==> src/rtl/dCache_consts.svh <==
`ifndef DCACHE_CONSTS_SVH
`define DCACHE_CONSTS_SVH

// byte address width
`define DC_ADDR_WIDTH 32

// geometry
`define DC_SETS 8
`define DC_WORDS_PER_LINE 4

// tag is address bits 31..7
`define DC_TAG_WIDTH 25

// backing memory, 1 KB of words
`define DC_MEM_WORDS 256

// default memory latency in cycles
`define DC_MEM_LATENCY 2

`endif

==> src/rtl/dCachePkg.sv <==
`default_nettype none

package dCachePkg;

    // one data word, seen whole or as byte lanes
    typedef union packed {
        logic [31:0]       word;
        logic [3:0][7:0]   bytes;   // bytes[0] is the low lane
    } dataWord_u;

    // decoded access kind
    typedef enum logic [1:0] {
        LW  = 2'b00,
        LBU = 2'b01,
        SW  = 2'b10,
        SB  = 2'b11
    } accessKind_e;

endpackage

`default_nettype wire

==> src/rtl/loadFormatter.sv <==
`timescale 1ns/1ps
`default_nettype none
`include "dCache_consts.svh"

module loadFormatter
    import dCachePkg::*;
(
    input  logic [`DC_WORDS_PER_LINE*32-1:0]      lineData,
    input  logic [$clog2(`DC_WORDS_PER_LINE)-1:0] wordOff,
    input  logic [1:0]                            byteOff,
    input  accessKind_e                           kind,
    output logic [31:0]                           readData
);
    dataWord_u selWord;

    assign selWord.word = lineData[32*wordOff +: 32];

    always_comb begin
        if (kind == LBU) begin
            readData = {24'b0, selWord.bytes[byteOff]};   // zero extended
        end else begin
            readData = selWord.word;
        end
    end

endmodule

`default_nettype wire

==> config.mk <==
export PLATFORM = sky130hd
export DESIGN_NAME = loadFormatter
export DESIGN_NICKNAME = d
export VERILOG_FILES = /design/src/rtl/dCachePkg.sv /design/src/rtl/loadFormatter.sv
export VERILOG_INCLUDE_DIRS = /design/src /design/src/rtl
export SDC_FILE = /design/constraint.sdc
export NUM_CORES = 1
export LEC_CHECK = 0
export BUFFER_PORTS_ARGS = -buffer_cell sky130_fd_sc_hd__buf_2
export CAP_MARGIN = 25
export CORE_MARGIN = 2
export CORE_UTILIZATION = 37
export DETAILED_ROUTE_END_ITERATION = 12
export PLACE_DENSITY = 0.9
export SLEW_MARGIN = 20
export SYNTH_ARGS = -nofsm -noshare
export SYNTH_HDL_FRONTEND = slang
export SYNTH_SLANG_ARGS = --single-unit
==> constraint.sdc <==
create_clock -name vclk -period 1.9
set_clock_uncertainty 0.05 [all_clocks]
set_input_delay 0.19 -clock vclk [all_inputs]
set_output_delay 0.19 -clock vclk [all_outputs]
set_load 0.05 [all_outputs]
==> qor.tcl <==
set qor(core_footprint_um2) 4060
set qor(synth_nets) 267
set qor(grt_pass1_wl_um) 10200
set qor(floorplan.rows) 23
set qor(period_needed_ns) 1.84
set qor(cellPowerDensity_nw_per_um2) 346
set qor(gr-usage-all-layers) 0.260
set qor(synth_seq_area_share) 0
set qor(length_of_the_first_detailed_routing_pass_in_iterations) 4
set qor(final_util) 0.677
set qor(result_of_the_run) {finished clean}
set qor(finalNetCount) 439
set qor(initial_utilization) 0.388
set qor(power.static_leakage_uw) 0.00127
set qor(final-instance-count-excl-fill) 353
set qor(first_global_vias) 2200
set qor(detail_route.vias_per_cell) 5.58
set qor(grt_setup_unrepaired) {no}
set qor(ioPinCount) 166
set qor(holdCritPathClass) {in2out}
set qor(critPathMostFrequentCell) {sky130_fd_sc_hd__buf_12}
set qor(dpl.hpwl_um) 5280
set qor(critical_path_peak_fanout) 8
set qor(die_width_um) 69.2
set qor(layout-area-overhead-vs-synth_pct) 74.6
set qor(grt.overflow.total) 0
set qor(routedWlPerCell_um) 17.6
set qor(synth.distinct_cells) 15
set qor(worst_ir_drop_on_vdd_mv) 0.179
set qor(timing_worst_setup_path_type) {in2out}
set qor(n_antenna_cell) 0
set qor(worst_pin_slew_ns) 0.463
set qor(detailedRoute.firstIterationViolations) 58
set qor(fin_crit_sh) 0.968
set qor(setup-tns-final_ns) 0
set qor(yosys_warning_count) 0
set qor(max_freq_ghz) 0.544
set qor(cpPeakStageDelay_ns) 0.48
set qor(grt_max_degree) 27
set qor(mappedNetlistArea_um2) 1570
set qor(worstPathRequired_ns) 1.66
set qor(clkbuf_count) 0
set qor(globalplace.congestion) 0.808
set qor(timing.critical_path.arrival_ns) 1.60
set qor(final.hold.worst_slack_ns) 0.979
set qor(die_y_um) 69.2
set qor(post_synth_inst_count) 133
set qor(max_cap_viol_count) 0
set qor(postRouteWirelength_um) 6230
set qor(layout.sequential_cells) 0
set qor(critical_path.cell_chain) {buf_12 > buf_12 > mux4_2 > nor2b_1 > a211oi_1 > buf_4 > nor3_2 > buf_6}
set qor(routed-via-count) 1971
set qor(cpMaxStageDelayCell) {sky130_fd_sc_hd__mux4_2}
set qor(drc_markers) 0
set qor(crit_path_start_kind) {input port}
set qor(layout.area.seq_um2) 0
set qor(layout-drive-gt1-share) 0.842
set qor(io_buffers) 166
set qor(setup_viol_count_final) 0
set qor(postRouteAntennaNets) 0
set qor(postSynthAreaPerCell_um2) 11.8
set qor(timing.slew.headroom) 0.691
set qor(antenna_violations_before_repair) 0
set qor(timing.final.max_slew_violations) 0
set qor(numPlacedInstances) 349
set qor(hold_viol) 0
set qor(worstSetupEndpointType) {output port}
set qor(die_area_um2) 4790
[path summary, 6_finish.rpt]
| path | endpoint | slack, ns | from | cells past startpoint |
|---|---|---|---|---|
| setup / recovery | readData[1] | 0.06 | wordOff[0] | 8 |
| hold / removal | readData[14] | 0.98 | kind[1] | 5 |
[layout by cell type (no fill, tap or decap), drive strengths merged]
cell type | Yosys | routed
a211oi | 8 | 8
nand3b | 1 | 1
a21oi | 8 | 8
nor3 | 8 | 8
buf | 9 | 187
nor2b | 33 | 33
nand2 | 1 | 1
nor2 | 8 | 8
or2 | 1 | 1
mux4 | 48 | 48
[kinds of logic (layout without fill, tap and decap cells)]
kind of cell    Yosys count  after routing  synth area share
simple gates             52             52             0.187
mux                      48             48             0.687
buf+inv                  17            187            0.0628
compound gates           16             16            0.0636
[worst max-delay path: cells and delay by family]
kind / cells / cell delay [ns]
AO/OA/AOI/OAI: 1 / 0.22
buffers and inverters: 4 / 0.54
multiplexers: 1 / 0.48
AND/OR/NAND/NOR: 2 / 0.18
[layout make-up]
type	instances	area, µm²
well taps	50	62.6
multi-input cells	116	1560
repair buffers	187	1120
fillers	325	1310
[metal layers]
| layer | up-vias | GRT usage | share of wire |
|---|---|---|---|
| li1 | 904 | - | - |
| met1 | 945 | 0.269 | 0.32 |
| met2 | 114 | 0.536 | 0.58 |
| met3 | 8 | 0.0465 | 0.084 |
| met4 | 0 | 0.0479 | 0.014 |
| met5 | - | 0 | 0 |
[report_power, final]
group          total, µW  internal, µW  switching [µW]
Clock                  0             0               0
Sequential             0             0               0
Combinational        950           431             519
[stage by stage]
| step | power (µW) | setup WS [ns] | area [µm²] |
|---|---|---|---|
| floorplan | 606 | 0.00129 | 1610 |
| global placement | 880 | -0.0943 | 2600 |
| detailed placement | 899 | -0.128 | 2600 |
| CTS | 936 | 0.000230 | 2710 |
| global route | 1000 | 0.00267 | 2750 |
| finish | 950 | 0.0612 | 2750 |
[synthesized netlist by cell type]
| cell type | n | area [µm²] |
|---|---|---|
| sky130_fd_sc_hd__or2_2 | 1 | 6.26 |
| sky130_fd_sc_hd__buf_2 | 3 | 15.0 |
| sky130_fd_sc_hd__clkbuf_2 | 1 | 5.00 |
| sky130_fd_sc_hd__mux4_2 | 48 | 1080 |
| sky130_fd_sc_hd__nor2b_1 | 33 | 206 |
| sky130_fd_sc_hd__buf_1 | 1 | 3.75 |
| sky130_fd_sc_hd__buf_4 | 2 | 15.0 |
| sky130_fd_sc_hd__nand3b_1 | 1 | 7.51 |
| sky130_fd_sc_hd__a21oi_1 | 8 | 40.0 |
| sky130_fd_sc_hd__nor2_1 | 8 | 30.0 |
| sky130_fd_sc_hd__buf_6 | 3 | 33.8 |
| sky130_fd_sc_hd__nand2_1 | 1 | 3.75 |
| sky130_fd_sc_hd__a211oi_1 | 8 | 60.1 |
| sky130_fd_sc_hd__nor3_1 | 8 | 40.0 |
| sky130_fd_sc_hd__clkbuf_1 | 7 | 26.3 |
[timing repair]
action	in CTS	in global routing
gates cloned	1	0
pin swaps	2	7
endpoints found under the setup margin	8	10
setup buffers	3	0
gates resized for setup	15	15
hold buffers	0	0
(Power assumes the default switching activity.)
