`src/rtl/dCache_consts.svh`:
```
`ifndef DCACHE_CONSTS_SVH
`define DCACHE_CONSTS_SVH

// byte address width
`define DC_ADDR_WIDTH 32

// geometry
`define DC_SETS 8
`define DC_WORDS_PER_LINE 4

// tag is address bits 31..7
`define DC_TAG_WIDTH 25

// backing memory, 1 KB of words
`define DC_MEM_WORDS 256

// default memory latency in cycles
`define DC_MEM_LATENCY 2

`endif

```
`src/rtl/dCachePkg.sv`:
```
`default_nettype none

package dCachePkg;

    // one data word, seen whole or as byte lanes
    typedef union packed {
        logic [31:0]       word;
        logic [3:0][7:0]   bytes;   // bytes[0] is the low lane
    } dataWord_u;

    // decoded access kind
    typedef enum logic [1:0] {
        LW  = 2'b00,
        LBU = 2'b01,
        SW  = 2'b10,
        SB  = 2'b11
    } accessKind_e;

endpackage

`default_nettype wire

```
`src/rtl/accessDecode.sv`:
```
`timescale 1ns/1ps
`default_nettype none
`include "dCache_consts.svh"

module accessDecode
    import dCachePkg::*;
(
    input  logic                               clk,
    input  logic                               rst,
    input  logic                               memRead,
    input  logic                               memWrite,
    input  logic                               ldByte,
    input  logic                               stByte,
    input  logic [`DC_ADDR_WIDTH-1:0]          address,
    input  logic [31:0]                        writeData,
    input  logic                               ready,
    output logic                               reqValid,
    output accessKind_e                        kind,
    output logic [`DC_TAG_WIDTH-1:0]           tag,
    output logic [$clog2(`DC_SETS)-1:0]        setIdx,
    output logic [$clog2(`DC_WORDS_PER_LINE)-1:0] wordOff,
    output logic [1:0]                         byteOff,
    output dataWord_u                          storeData
);
    localparam int WordLsb = 2;
    localparam int SetLsb = WordLsb + $clog2(`DC_WORDS_PER_LINE);

    logic        accept;
    accessKind_e kindNext;
    dataWord_u   dataNext;

    assign accept = ready && (memRead || memWrite);   // strobes while busy are dropped

    always_comb begin
        if (memWrite) begin
            kindNext = stByte ? SB : SW;
        end else begin
            kindNext = ldByte ? LBU : LW;
        end
        dataNext.word = writeData;
        // SB: low byte copied to every lane, lane picked later by byteOff
        if (memWrite && stByte) begin
            dataNext.bytes = {4{writeData[7:0]}};
        end
    end

    always_ff @(posedge clk) begin
        if (rst) begin
            reqValid <= 1'b0;
        end else begin
            reqValid <= accept;
        end
    end

    always_ff @(posedge clk) begin
        if (accept) begin
            kind      <= kindNext;
            tag       <= address[`DC_ADDR_WIDTH-1 -: `DC_TAG_WIDTH];
            setIdx    <= address[SetLsb +: $clog2(`DC_SETS)];
            wordOff   <= address[WordLsb +: $clog2(`DC_WORDS_PER_LINE)];
            byteOff   <= address[1:0];
            storeData <= dataNext;
        end
    end

endmodule

`default_nettype wire

```
`config.mk`:
```
export PLATFORM = sky130hd
export DESIGN_NAME = accessDecode
export DESIGN_NICKNAME = d
export VERILOG_FILES = /design/src/rtl/dCachePkg.sv /design/src/rtl/accessDecode.sv
export VERILOG_INCLUDE_DIRS = /design/src /design/src/rtl
export SDC_FILE = /design/constraint.sdc
export NUM_CORES = 1
export LEC_CHECK = 0
export BUFFER_PORTS_ARGS = -buffer_cell sky130_fd_sc_hd__buf_2
export CORE_MARGIN = 4
export CORE_UTILIZATION = 43
export DETAILED_ROUTE_END_ITERATION = 6
export PLACE_DENSITY_LB_ADDON = 0.25
export SYNTH_ARGS = -nofsm -noshare
export SYNTH_HDL_FRONTEND = slang
export SYNTH_SLANG_ARGS = --single-unit
```
`constraint.sdc`:
```
create_clock -name clk -period 3 [get_ports clk]
set_input_delay 0.3 -clock clk [delete_from_list [all_inputs] [get_ports clk]]
set_output_delay 0.3 -clock clk [all_outputs]
set_load 0.005 [all_outputs]
```
==> results list <==
- Run status: complete, no violations
- Standard-cell row count: 26
- Via total after detailed routing: approximately 1500
* Cell total after placement: around 310
- Across the run, the number of max-cap violations was 0.
- Timing analysis after detailed placement gives a worst setup slack of between 1 and 1.5 ns.
- Post-layout net count: 324
- Of all flip-flops after synthesis, the portion carrying an async set or reset was 0.
- Remaining Overflow, GRT: 0
- Hold-fix buffer count after cts: 0
- Compared with the post-synthesis result, the final layout area differs by 40.35%.
* Syn Inst Count: 107
* Crit-path max cell delay: 0.65 ns
- For this run, the register share of the synthesized area comes to 0.8653.
- The compound-cell area share of the yosys netlist is 0.08491.
- VDD sags by at most 0.3084 mV.
- Fraction of synthesized cell area taken by the top area cell type: 0.8567
- Critical Setup Path Class: in2reg
* First-pass GRT wire length: 6.651 mm
- Number of design rule violations left after detail routing: 0
- For this run, the total global-route usage over all layers was measured as 0.1436.
- The floorplan step defined a die boundary enclosing 6618 um^2.
- In the final routed layout, each cell accounts on average for 14.86 um.
- In this run, the number of DRC markers left after iteration 0 of detailed routing was 47.
* Worst path cell trace: buf_2 -> o21a_2 -> buf_12
- Cts bufs inserted: 9
* Maximum number of pins on one net before global-route repair: 39
- The number of gates resized after CTS was 0.
- Buffers added to address setup during post-CTS repair amount to 0.
- Fraction of the mapped netlist area in simple logic gates: 0.03353
- Routed wire length: roughly 4.9 mm
* Prevailing post-synth register cell: sky130_fd_sc_hd__edfxtp_1
* Area inside the core boundary: just over 5000 um^2
* Boundary pin count: 138
- Using the TritonRoute via totals, the vias-per-cell ratio works out to around 4.6.
- Total Negative Setup Slacks: 0 ns
- During synthesis, Yosys emitted a total of 0 warnings.
- Of the total synthesized cell area, the portion taken by full adders, half adders and majority gates is 0.
- The final-report max-slew violation count came to 0.
- Of the cells placed in the final design, the portion with a size suffix greater than 1 is 0.6265.
- Crit end category: flip-flop
- The detail route stage leaves a number of antenna-violating nets equal to 0.
* CP max stage cell: sky130_fd_sc_hd__o21a_2
- Starting density of the core: 0.4473
- Yosys instantiated no cell more often than sky130_fd_sc_hd__edfxtp_1.
* Width of the chip: around 81 um
* IO Port Bufs: 137
- Transition at the pin with the smallest max-transition slack: 0.7208 ns
* Total of flip-flops plus latches after synthesis: 67
- Post-DP Area: around 3100 um^2
* Required @ worst endpoint: 3.01 ns
- Setup repair after global routing left no endpoint under its margin.
- The cell sitting at the root of the clock tree is a sky130_fd_sc_hd__clkbuf_8.
- The tightest min-delay check is of the in2reg type.
- Sink count of the clock tree: 67
- Main combinational cell family by area after synthesis: compound AO/OA/AOI/OAI gates
- The worst setup path is launched from a primary input.
- Non-filler instance count after layout: roughly 330
* Crit path time final: about 1.5 ns
- P per Cell Area: between 600 and 700 nW/um^2
- Routability congestion estimate from global placement: between 0.6 and 0.7
- Clock-pin slew on the worst setup and hold paths: approximately 0.060 ns
* Post-synth top area cell: sky130_fd_sc_hd__edfxtp_1
* Number of enable-type register cells in the synthesized netlist: 66
- After layout, the design draws a total of around 2 mW.
* Max H-tree Level: 3
- Endpoints failing setup: 0
- In the finished design, the share of the clock period the worst path needs comes to 0.4936.
- Fin worst setup slack: around 1.5 ns
- Leakage power figure: ~1.5 nW
- Worst slew margin: 0.5195
- Sorting the synthesized cells by area gives the leading types as sky130_fd_sc_hd__edfxtp_1 86%, sky130_fd_sc_hd__a21o_1 6.8%, sky130_fd_sc_hd__and3_2 2.6%, sky130_fd_sc_hd__buf_6 1.5%, sky130_fd_sc_hd__a21o_2 1.1%.
- Post-Synthesis Net Count: around 180
- TritonCTS built the clock tree.
- Static timing analysis puts the maximum clock frequency at 0.6753 GHz.
- DPL Wire Length: 3.672 mm
- Max clock buf depth: 2
- The synthesized netlist contains 11 unique library cells.
- Mean instance size in the synthesized netlist: about 22 um^2
- Die height: ~81 um
* Initial antenna violation count: 0
- Top cell types by occurrence after synthesis: 66 x sky130_fd_sc_hd__edfxtp_1, 21 x sky130_fd_sc_hd__a21o_1, 8 x sky130_fd_sc_hd__and3_2
- The portion of synthesized area spent on multiplexers is 0.
- Max FO, Critical Path: 38
- The number of endpoints with negative hold slack in the final report came to 0.
- Layout Cell Area excl Fill: approximately 3200 um^2
* Largest delay share family, worst path: compound AO/OA/AOI/OAI gates
- The mapped netlist covers 2313 um^2.
* CP bufs+invs: 2
* Antenna diode count: 0
- Arrival time at the worst endpoint: about 1.5 ns
- First-pass iteration count of the detailed router: 4
* Number of global-route vias before repair: 1416
- Of the total synthesized cell area, the portion taken by XOR and XNOR cells is 0.
-- layout make-up --
class | count | area [um^2]
Clock buffer | 10 | 127.6
Clock inverter | 5 | 45.04
Fill cell | 410 | 1926
Inverter | 1 | 3.754
Multi-Input combinational cell | 36 | 275.3
Sequential cell | 67 | 2002
Tap cell | 70 | 87.58
Timing Repair Buffer | 138 | 705.7
-- placed cells by master (no fill, tap or decap), drive strengths merged --
cell    synthesis  routed
a21o           24      24
and3            8       8
buf             3     138
bufinv          0       1
clkbuf          0      10
clkinv          0       4
dfxtp           1       1
edfxtp         66      66
inv             1       1
nand2           1       1
nor2b           1       1
o21a            1       1
o21ai           1       1
-- flip-flops by register name, summed over array words and instances (netlist names) --
| register | cells |
|---|---|
| tag | 25 |
| wordOff | 2 |
| setIdx | 3 |
| kind | 2 |
| byteOff | 2 |
| reqValid | 1 |
| storeData | 32 |
-- per-layer routing --
metal | GRT usage | part of all wire | up-vias
met4 | 0.08615 | 0.022 | 0
met2 | 0.2134 | 0.44 | 105
met5 | 0 | 0 | -
met1 | 0.1628 | 0.37 | 681
met3 | 0.07650 | 0.17 | 10
li1 | - | - | 719
-- report_power, final --
group / internal (mW) / switching [mW] / leakage [nW] / total (mW)
clock: 0.368 / 0.286 / 0.0863 / 0.654
sequential: 1.13 / 0.0184 / 0.639 / 1.14
combinational: 0.107 / 0.0958 / 0.784 / 0.202
-- cell families after synthesis --
kind of cell,Yosys count
buffers and inverters,4
AO/OA/AOI/OAI,26
AND/OR/NAND/NOR,10
flip-flops,67
-- worst paths after layout --
path       start                       to  slack (ns)  cells past startpoint
min   address[5]      setIdx[1]$_DFFE_PP_        0.15                      1
max     memWrite  storeData[28]$_DFFE_PP_        1.52                      3
-- stage by stage --
stage / hold WS [ns] / utilization
after floorplan: 0.3716 / -
after global placement: 0.4652 / 0.5943
after detailed placement: 0.4737 / 0.5943
after CTS: 0.1302 / 0.6277
after global routing: 0.1226 / 0.6277
final: 0.1493 / 0.6277
Note: power is estimated with default switching activity, not from simulation.
