--- src/rtl/dCache_consts.svh ---
`ifndef DCACHE_CONSTS_SVH
`define DCACHE_CONSTS_SVH

// byte address width
`define DC_ADDR_WIDTH 32

// geometry
`define DC_SETS 8
`define DC_WORDS_PER_LINE 4

// tag is address bits 31..7
`define DC_TAG_WIDTH 25

// backing memory, 1 KB of words
`define DC_MEM_WORDS 256

// default memory latency in cycles
`define DC_MEM_LATENCY 2

`endif

--- src/rtl/dCachePkg.sv ---
`default_nettype none

package dCachePkg;

    // one data word, seen whole or as byte lanes
    typedef union packed {
        logic [31:0]       word;
        logic [3:0][7:0]   bytes;   // bytes[0] is the low lane
    } dataWord_u;

    // decoded access kind
    typedef enum logic [1:0] {
        LW  = 2'b00,
        LBU = 2'b01,
        SW  = 2'b10,
        SB  = 2'b11
    } accessKind_e;

endpackage

`default_nettype wire

--- src/rtl/cacheController.sv ---
`timescale 1ns/1ps
`default_nettype none
`include "dCache_consts.svh"

module cacheController
    import dCachePkg::*;
(
    input  logic                                  clk,
    input  logic                                  rst,
    input  logic                                  reqValid,
    input  accessKind_e                           kind,
    input  logic [`DC_TAG_WIDTH-1:0]              tag,
    input  logic [$clog2(`DC_SETS)-1:0]           setIdx,
    input  logic [$clog2(`DC_WORDS_PER_LINE)-1:0] wordOff,
    input  logic [1:0]                            byteOff,
    input  dataWord_u                             storeData,
    input  logic                                  wayHit,
    output logic                                  ready,
    output logic                                  done,
    output logic                                  hit,
    output logic                                  refillWe,
    output logic [$clog2(`DC_WORDS_PER_LINE)-1:0] refillWord,
    output logic [31:0]                           refillData,
    output logic                                  storeWe,
    output logic                                  touch,
    output logic                                  memReq,
    output logic                                  memWe,
    output logic [`DC_ADDR_WIDTH-1:0]             memAddr,
    output logic [3:0]                            memByteEn,
    output logic [31:0]                           memWData,
    input  logic                                  memAck,
    input  logic [31:0]                           memRData
);
    typedef enum logic [2:0] {
        IDLE,
        LOOKUP,
        REFILL_REQ,
        REFILL_WAIT,
        STORE_WAIT,
        RESPOND
    } ctrlState_e;

    ctrlState_e state;
    ctrlState_e nextState;
    logic [$clog2(`DC_WORDS_PER_LINE)-1:0] refillCnt;
    logic hitReg;
    logic isStore;

    assign isStore = (kind == SW) || (kind == SB);

    always_ff @(posedge clk) begin
        if (rst) begin
            state     <= IDLE;
            refillCnt <= '0;
            hitReg    <= 1'b0;
        end else begin
            state <= nextState;
            if (state == LOOKUP) begin
                hitReg    <= wayHit;
                refillCnt <= '0;
            end else if (state == REFILL_WAIT && memAck) begin
                refillCnt <= refillCnt + 1'b1;
            end
        end
    end

    always_comb begin
        nextState = state;
        case (state)
            IDLE:        if (reqValid) nextState = LOOKUP;
            LOOKUP: begin
                if (isStore) begin
                    nextState = STORE_WAIT;   // write-through, hit or miss
                end else if (wayHit) begin
                    nextState = RESPOND;
                end else begin
                    nextState = REFILL_REQ;
                end
            end
            REFILL_REQ:  nextState = REFILL_WAIT;
            REFILL_WAIT: if (memAck) nextState = (refillCnt == '1) ? RESPOND : REFILL_REQ;
            STORE_WAIT:  if (memAck) nextState = RESPOND;
            RESPOND:     nextState = IDLE;
            default:     nextState = IDLE;
        endcase
    end

    // busy from the cycle after acceptance through the done cycle
    assign ready = (state == IDLE) && !reqValid;
    assign done  = (state == RESPOND);
    assign hit   = done && hitReg;
    assign touch = done;   // ways ignore it unless the line hits

    assign refillWe   = (state == REFILL_WAIT) && memAck;
    assign refillWord = refillCnt;
    assign refillData = memRData;
    assign storeWe    = (state == LOOKUP) && isStore && wayHit;

    assign memWe     = (state == LOOKUP) && isStore;
    assign memReq    = memWe || (state == REFILL_REQ);
    assign memAddr   = {tag, setIdx, (memWe ? wordOff : refillCnt), 2'b00};
    assign memByteEn = (kind == SB) ? (4'b0001 << byteOff) : 4'b1111;
    assign memWData  = storeData.word;

endmodule

`default_nettype wire

--- config.mk ---
export PLATFORM = sky130hd
export DESIGN_NAME = cacheController
export DESIGN_NICKNAME = d
export VERILOG_FILES = /design/src/rtl/dCachePkg.sv /design/src/rtl/cacheController.sv
export VERILOG_INCLUDE_DIRS = /design/src /design/src/rtl
export SDC_FILE = /design/constraint.sdc
export NUM_CORES = 1
export LEC_CHECK = 0
export BUFFER_PORTS_ARGS = -buffer_cell sky130_fd_sc_hd__buf_2
export CORE_MARGIN = 10
export CORE_UTILIZATION = 29
export CTS_BUF_LIST = sky130_fd_sc_hd__clkbuf_4 sky130_fd_sc_hd__clkbuf_8 sky130_fd_sc_hd__clkbuf_16
export CTS_CLUSTER_SIZE = 25
export DETAILED_ROUTE_END_ITERATION = 8
export PLACE_DENSITY = 0.91
export SYNTH_ARGS = -nofsm -noshare
export SYNTH_HDL_FRONTEND = slang
export SYNTH_SLANG_ARGS = --single-unit
--- constraint.sdc ---
create_clock -name clk -period 3.2 [get_ports clk]
set_input_delay 0.32 -clock clk [delete_from_list [all_inputs] [get_ports clk]]
set_output_delay 0.32 -clock clk [all_outputs]
set_load 0.005 [all_outputs]
==> parameters.txt <==
Parameter                              Value

Detailed routing
  First-pass iteration count of the detailed router ... 4
  Initial drt markers ... 40
  Final Routed Wirelength ... 2440 um
  Residual antenna-violating net count after detailed routing ... 0
  Number of remaining DRC errors ... 0
  Vias after detailed routing ... 646
  Wire per inst ... 18.07 um
  Number of vias per cell after detailed routing ... 4.785

Timing
  Final hold viol count ... 0
  Final-report setup violation count ... 0
  Final hold slack ... 349.2 ps
  Final worst path period share ... 62.24%
  Setup TNS ... 0 ps
  Clock skew after layout ... 2.299 ps
  RSZ-0062 raised after global routing ... no
  Max Transition Viols Final ... 0
  Smallest setup slack after layout ... 1208 ps
  Least-Margin Pin Slew ... 500.6 ps
  Worst rel slew slack ... 66.58%
  Clock period minus final worst setup slack ... 1992 ps
  Maximum clock rate ... 0.5021 GHz

Clock network
  Clk pin slew, worst setup/hold paths ... 30 ps
  CTS buffer count ... 3
  Cells resized by post-CTS repair ... 0
  Deepest level of the CTS H-tree ... 1
  TritonCTS clock tree ... yes
  Longest Clk Path Bufs ... 2
  Clk_lat worst skew ... 220 ps
  Hold-fix buffer count after cts ... 0
  Sink count of the clock tree ... 6
  Clock Root Buffer ... sky130_fd_sc_hd__clkbuf_8
  # Post-CTS Setup Buffers ... 0

Critical path
  Max stage delay cell, worst path ... sky130_fd_sc_hd__dfxtp_1
  Crit-path max cell delay ... 550 ps
  Critical Path Source Type ... flip-flop
  Worst endpoint required time ... 2880 ps
  Crit path kind ... flip-flop to output port
  Ordered list of cells on the worst path ... nand2_1 > nor3_2 > mux2_1 > buf_2
  Crit. End Element ... output port
  Start of the worst register-to-register path ... state[1]
  Crit path arrival time ... 1670 ps
  Worst Reg-to-Reg Cells ... 3
  Critical path fanouts, max ... 13
  Worst Setup SP ... state[0]

Synthesis
  Area leader, netlist ... sky130_fd_sc_hd__buf_4
  Total standard cell area after synthesis ... 1191 um^2
  Area share of fa/ha/maj cells after synthesis ... 1.050%
  Sequential-to-total area share from yosys stat ... 10.08%
  Main combinational cell family by area after synthesis ... buffers and inverters
  Basic-gate share of the synthesized area counting and, or, nand and nor cells ... 13.13%
  Top cell type's share of synthesized area ... 60.50%
  Number of library cell types mapped by synthesis ... 29
  Post-synthesis instance total ... 153
  Xor/xnor cell area share of the yosys netlist ... 0.7353%
  Synth area leaders ... sky130_fd_sc_hd__buf_4 61%, sky130_fd_sc_hd__dfxtp_1 10%, sky130_fd_sc_hd__mux2_1 2.8%, sky130_fd_sc_hd__o21ai_0 2.1%, sky130_fd_sc_hd__buf_6 1.9%
  Post-synth EDFFs ... 0
  Share of cell area taken by muxes after synthesis ... 4.517%
  Count leader, synth ... sky130_fd_sc_hd__buf_4
  Number of warning messages in the yosys log ... 0
  Count of state elements after synthesis ... 6
  Post-synthesis compound-gate area fraction ... 6.828%
  Average cell area after synthesis ... 7.785 um^2
  Leading post-synthesis cells by instance count ... 96 x sky130_fd_sc_hd__buf_4, 6 x sky130_fd_sc_hd__dfxtp_1, 5 x sky130_fd_sc_hd__nand2_1, 5 x sky130_fd_sc_hd__nor2_1, 5 x sky130_fd_sc_hd__o21ai_0
  Most used flip-flop cell after synthesis ... sky130_fd_sc_hd__dfxtp_1
  Asr flop ratio synth ... 0%

Floorplanning
  Effective utilization at floorplan ... 29.78%
  Total die area ... 7071 um^2
  Core Rows ... 23
  Die Y ... 84.09 um
  Die width ... 84.09 um
  Core ar. ... 4000 um^2
  IO Pins ... 213

Cells and area
  Number of diodes added for antenna fixing ... 0
  Layout Nets ... 191
  Syn-to-layout area delta ... -42.44%
  Final design utilization ... 17.14%
  Layout cells sized above 1 ... 41.18%
  Number of filler cells placed in the layout ... 450

GRT
  Initial antenna violation count ... 0
  Grt ovf ... 0
  GRT Total Usage ... 6.313%
  Number of global-route vias before repair ... 663
  Wire length of the first global-routing pass ... 3608 um
  Largest net degree at the start of global routing ... 16

Power
  Worst voltage drop across the vdd grid ... 160.1 uV
  Ratio of total power to cell area ... 385.8 nW/um^2
  Final total power ... 0.0002645 W
  Lkg Pwr ... 0.3417 nW

Placed design
  Detailed Place HPWL ... 2048 um
  Buffers added on ports ... 26
  Final weighted congestion in routability-driven placement ... 0.7327
  Setup slack at placement ... 1441 ps

Worst hold path
  Number of instances on the worst hold path ... 2
  Class of the most critical hold timing path ... input pin to flip-flop
  Launch instance of the worst min-delay path ... rst

Run
  Max-Cap Viols ... 0

Outcome
  Status ... finished clean
==> per-stage QoR <==
stage	instance area, um^2	instances
floorplan	1195	154
detailed placement	644.4	132
finish	685.7	135
global route	685.7	135
CTS	685.7	135
global placement	644.4	132
==> sequential cells by signal, summed over array words and instances, names as in the netlist <==
signal	cells
refillWord	2
hitReg	1
state	3
==> final cells by class <==
type	count	area, um^2	share of cell area [%]
multi-input combinational	47	320.3	46.72
tap	50	62.56	9.124
inverter	3	11.26	1.642
clock buffer	3	41.29	6.022
sequential	6	120.1	17.52
timing repair buffer	26	130.1	18.98
==> final timing paths <==
kind | endpoint | slack [ps]
worst max-delay path | memAddr[3] | 1210
worst min-delay path | state[2] | 350
worst max register to register | state[0] | 1910
worst min register to register | hitReg | 480
==> power by group <==
group / internal, W / switching [W] / leakage, nW
Sequential: 0.0000809 / 0.0000142 / 0.0489
Clock: 0.0000804 / 0.0000280 / 0.0216
Combinational: 0.0000312 / 0.0000298 / 0.271
Total: 0.000193 / 0.0000720 / 0.342
==> routing by layer <==
layer,vias to the layer above,track usage [%],part of all wire (%)
met5,-,0,0
met4,0,9.437,12
met3,56,4.395,16
met2,75,9.959,46
met1,255,3.834,25
li1,260,-,-
==> kinds of logic after synthesis <==
family,Yosys count
xor gates and xnor gates,1
and+or+nand+nor,25
AOI/OAI and AO/OA,13
buffers and inverters,101
adders and majority gates,1
muxes,5
DFF,6
other,1
==> critical path: cells and delay by family, from the launching register on <==
family	cells	cell delay, ps
flops	1	550
mux	1	360
buf+inv	1	130
simple gates	2	410
==> placed cells by master, fill, tap and decap left out, types with 2 or more instances in the layout <==
| cell type | instances |
|---|---|
| sky130_fd_sc_hd__nand2_1 | 5 |
| sky130_fd_sc_hd__nor2_1 | 5 |
| sky130_fd_sc_hd__conb_1 | 2 |
| sky130_fd_sc_hd__nor3_1 | 2 |
| sky130_fd_sc_hd__inv_1 | 3 |
| sky130_fd_sc_hd__o21ai_0 | 5 |
| sky130_fd_sc_hd__clkbuf_8 | 3 |
| sky130_fd_sc_hd__a21oi_1 | 3 |
| sky130_fd_sc_hd__o21ai_2 | 2 |
| sky130_fd_sc_hd__buf_2 | 26 |
| sky130_fd_sc_hd__dfxtp_1 | 6 |
| sky130_fd_sc_hd__and2_1 | 3 |
| sky130_fd_sc_hd__mux2i_1 | 2 |
| sky130_fd_sc_hd__mux2_1 | 3 |
Power figures use the tool's default switching activity.
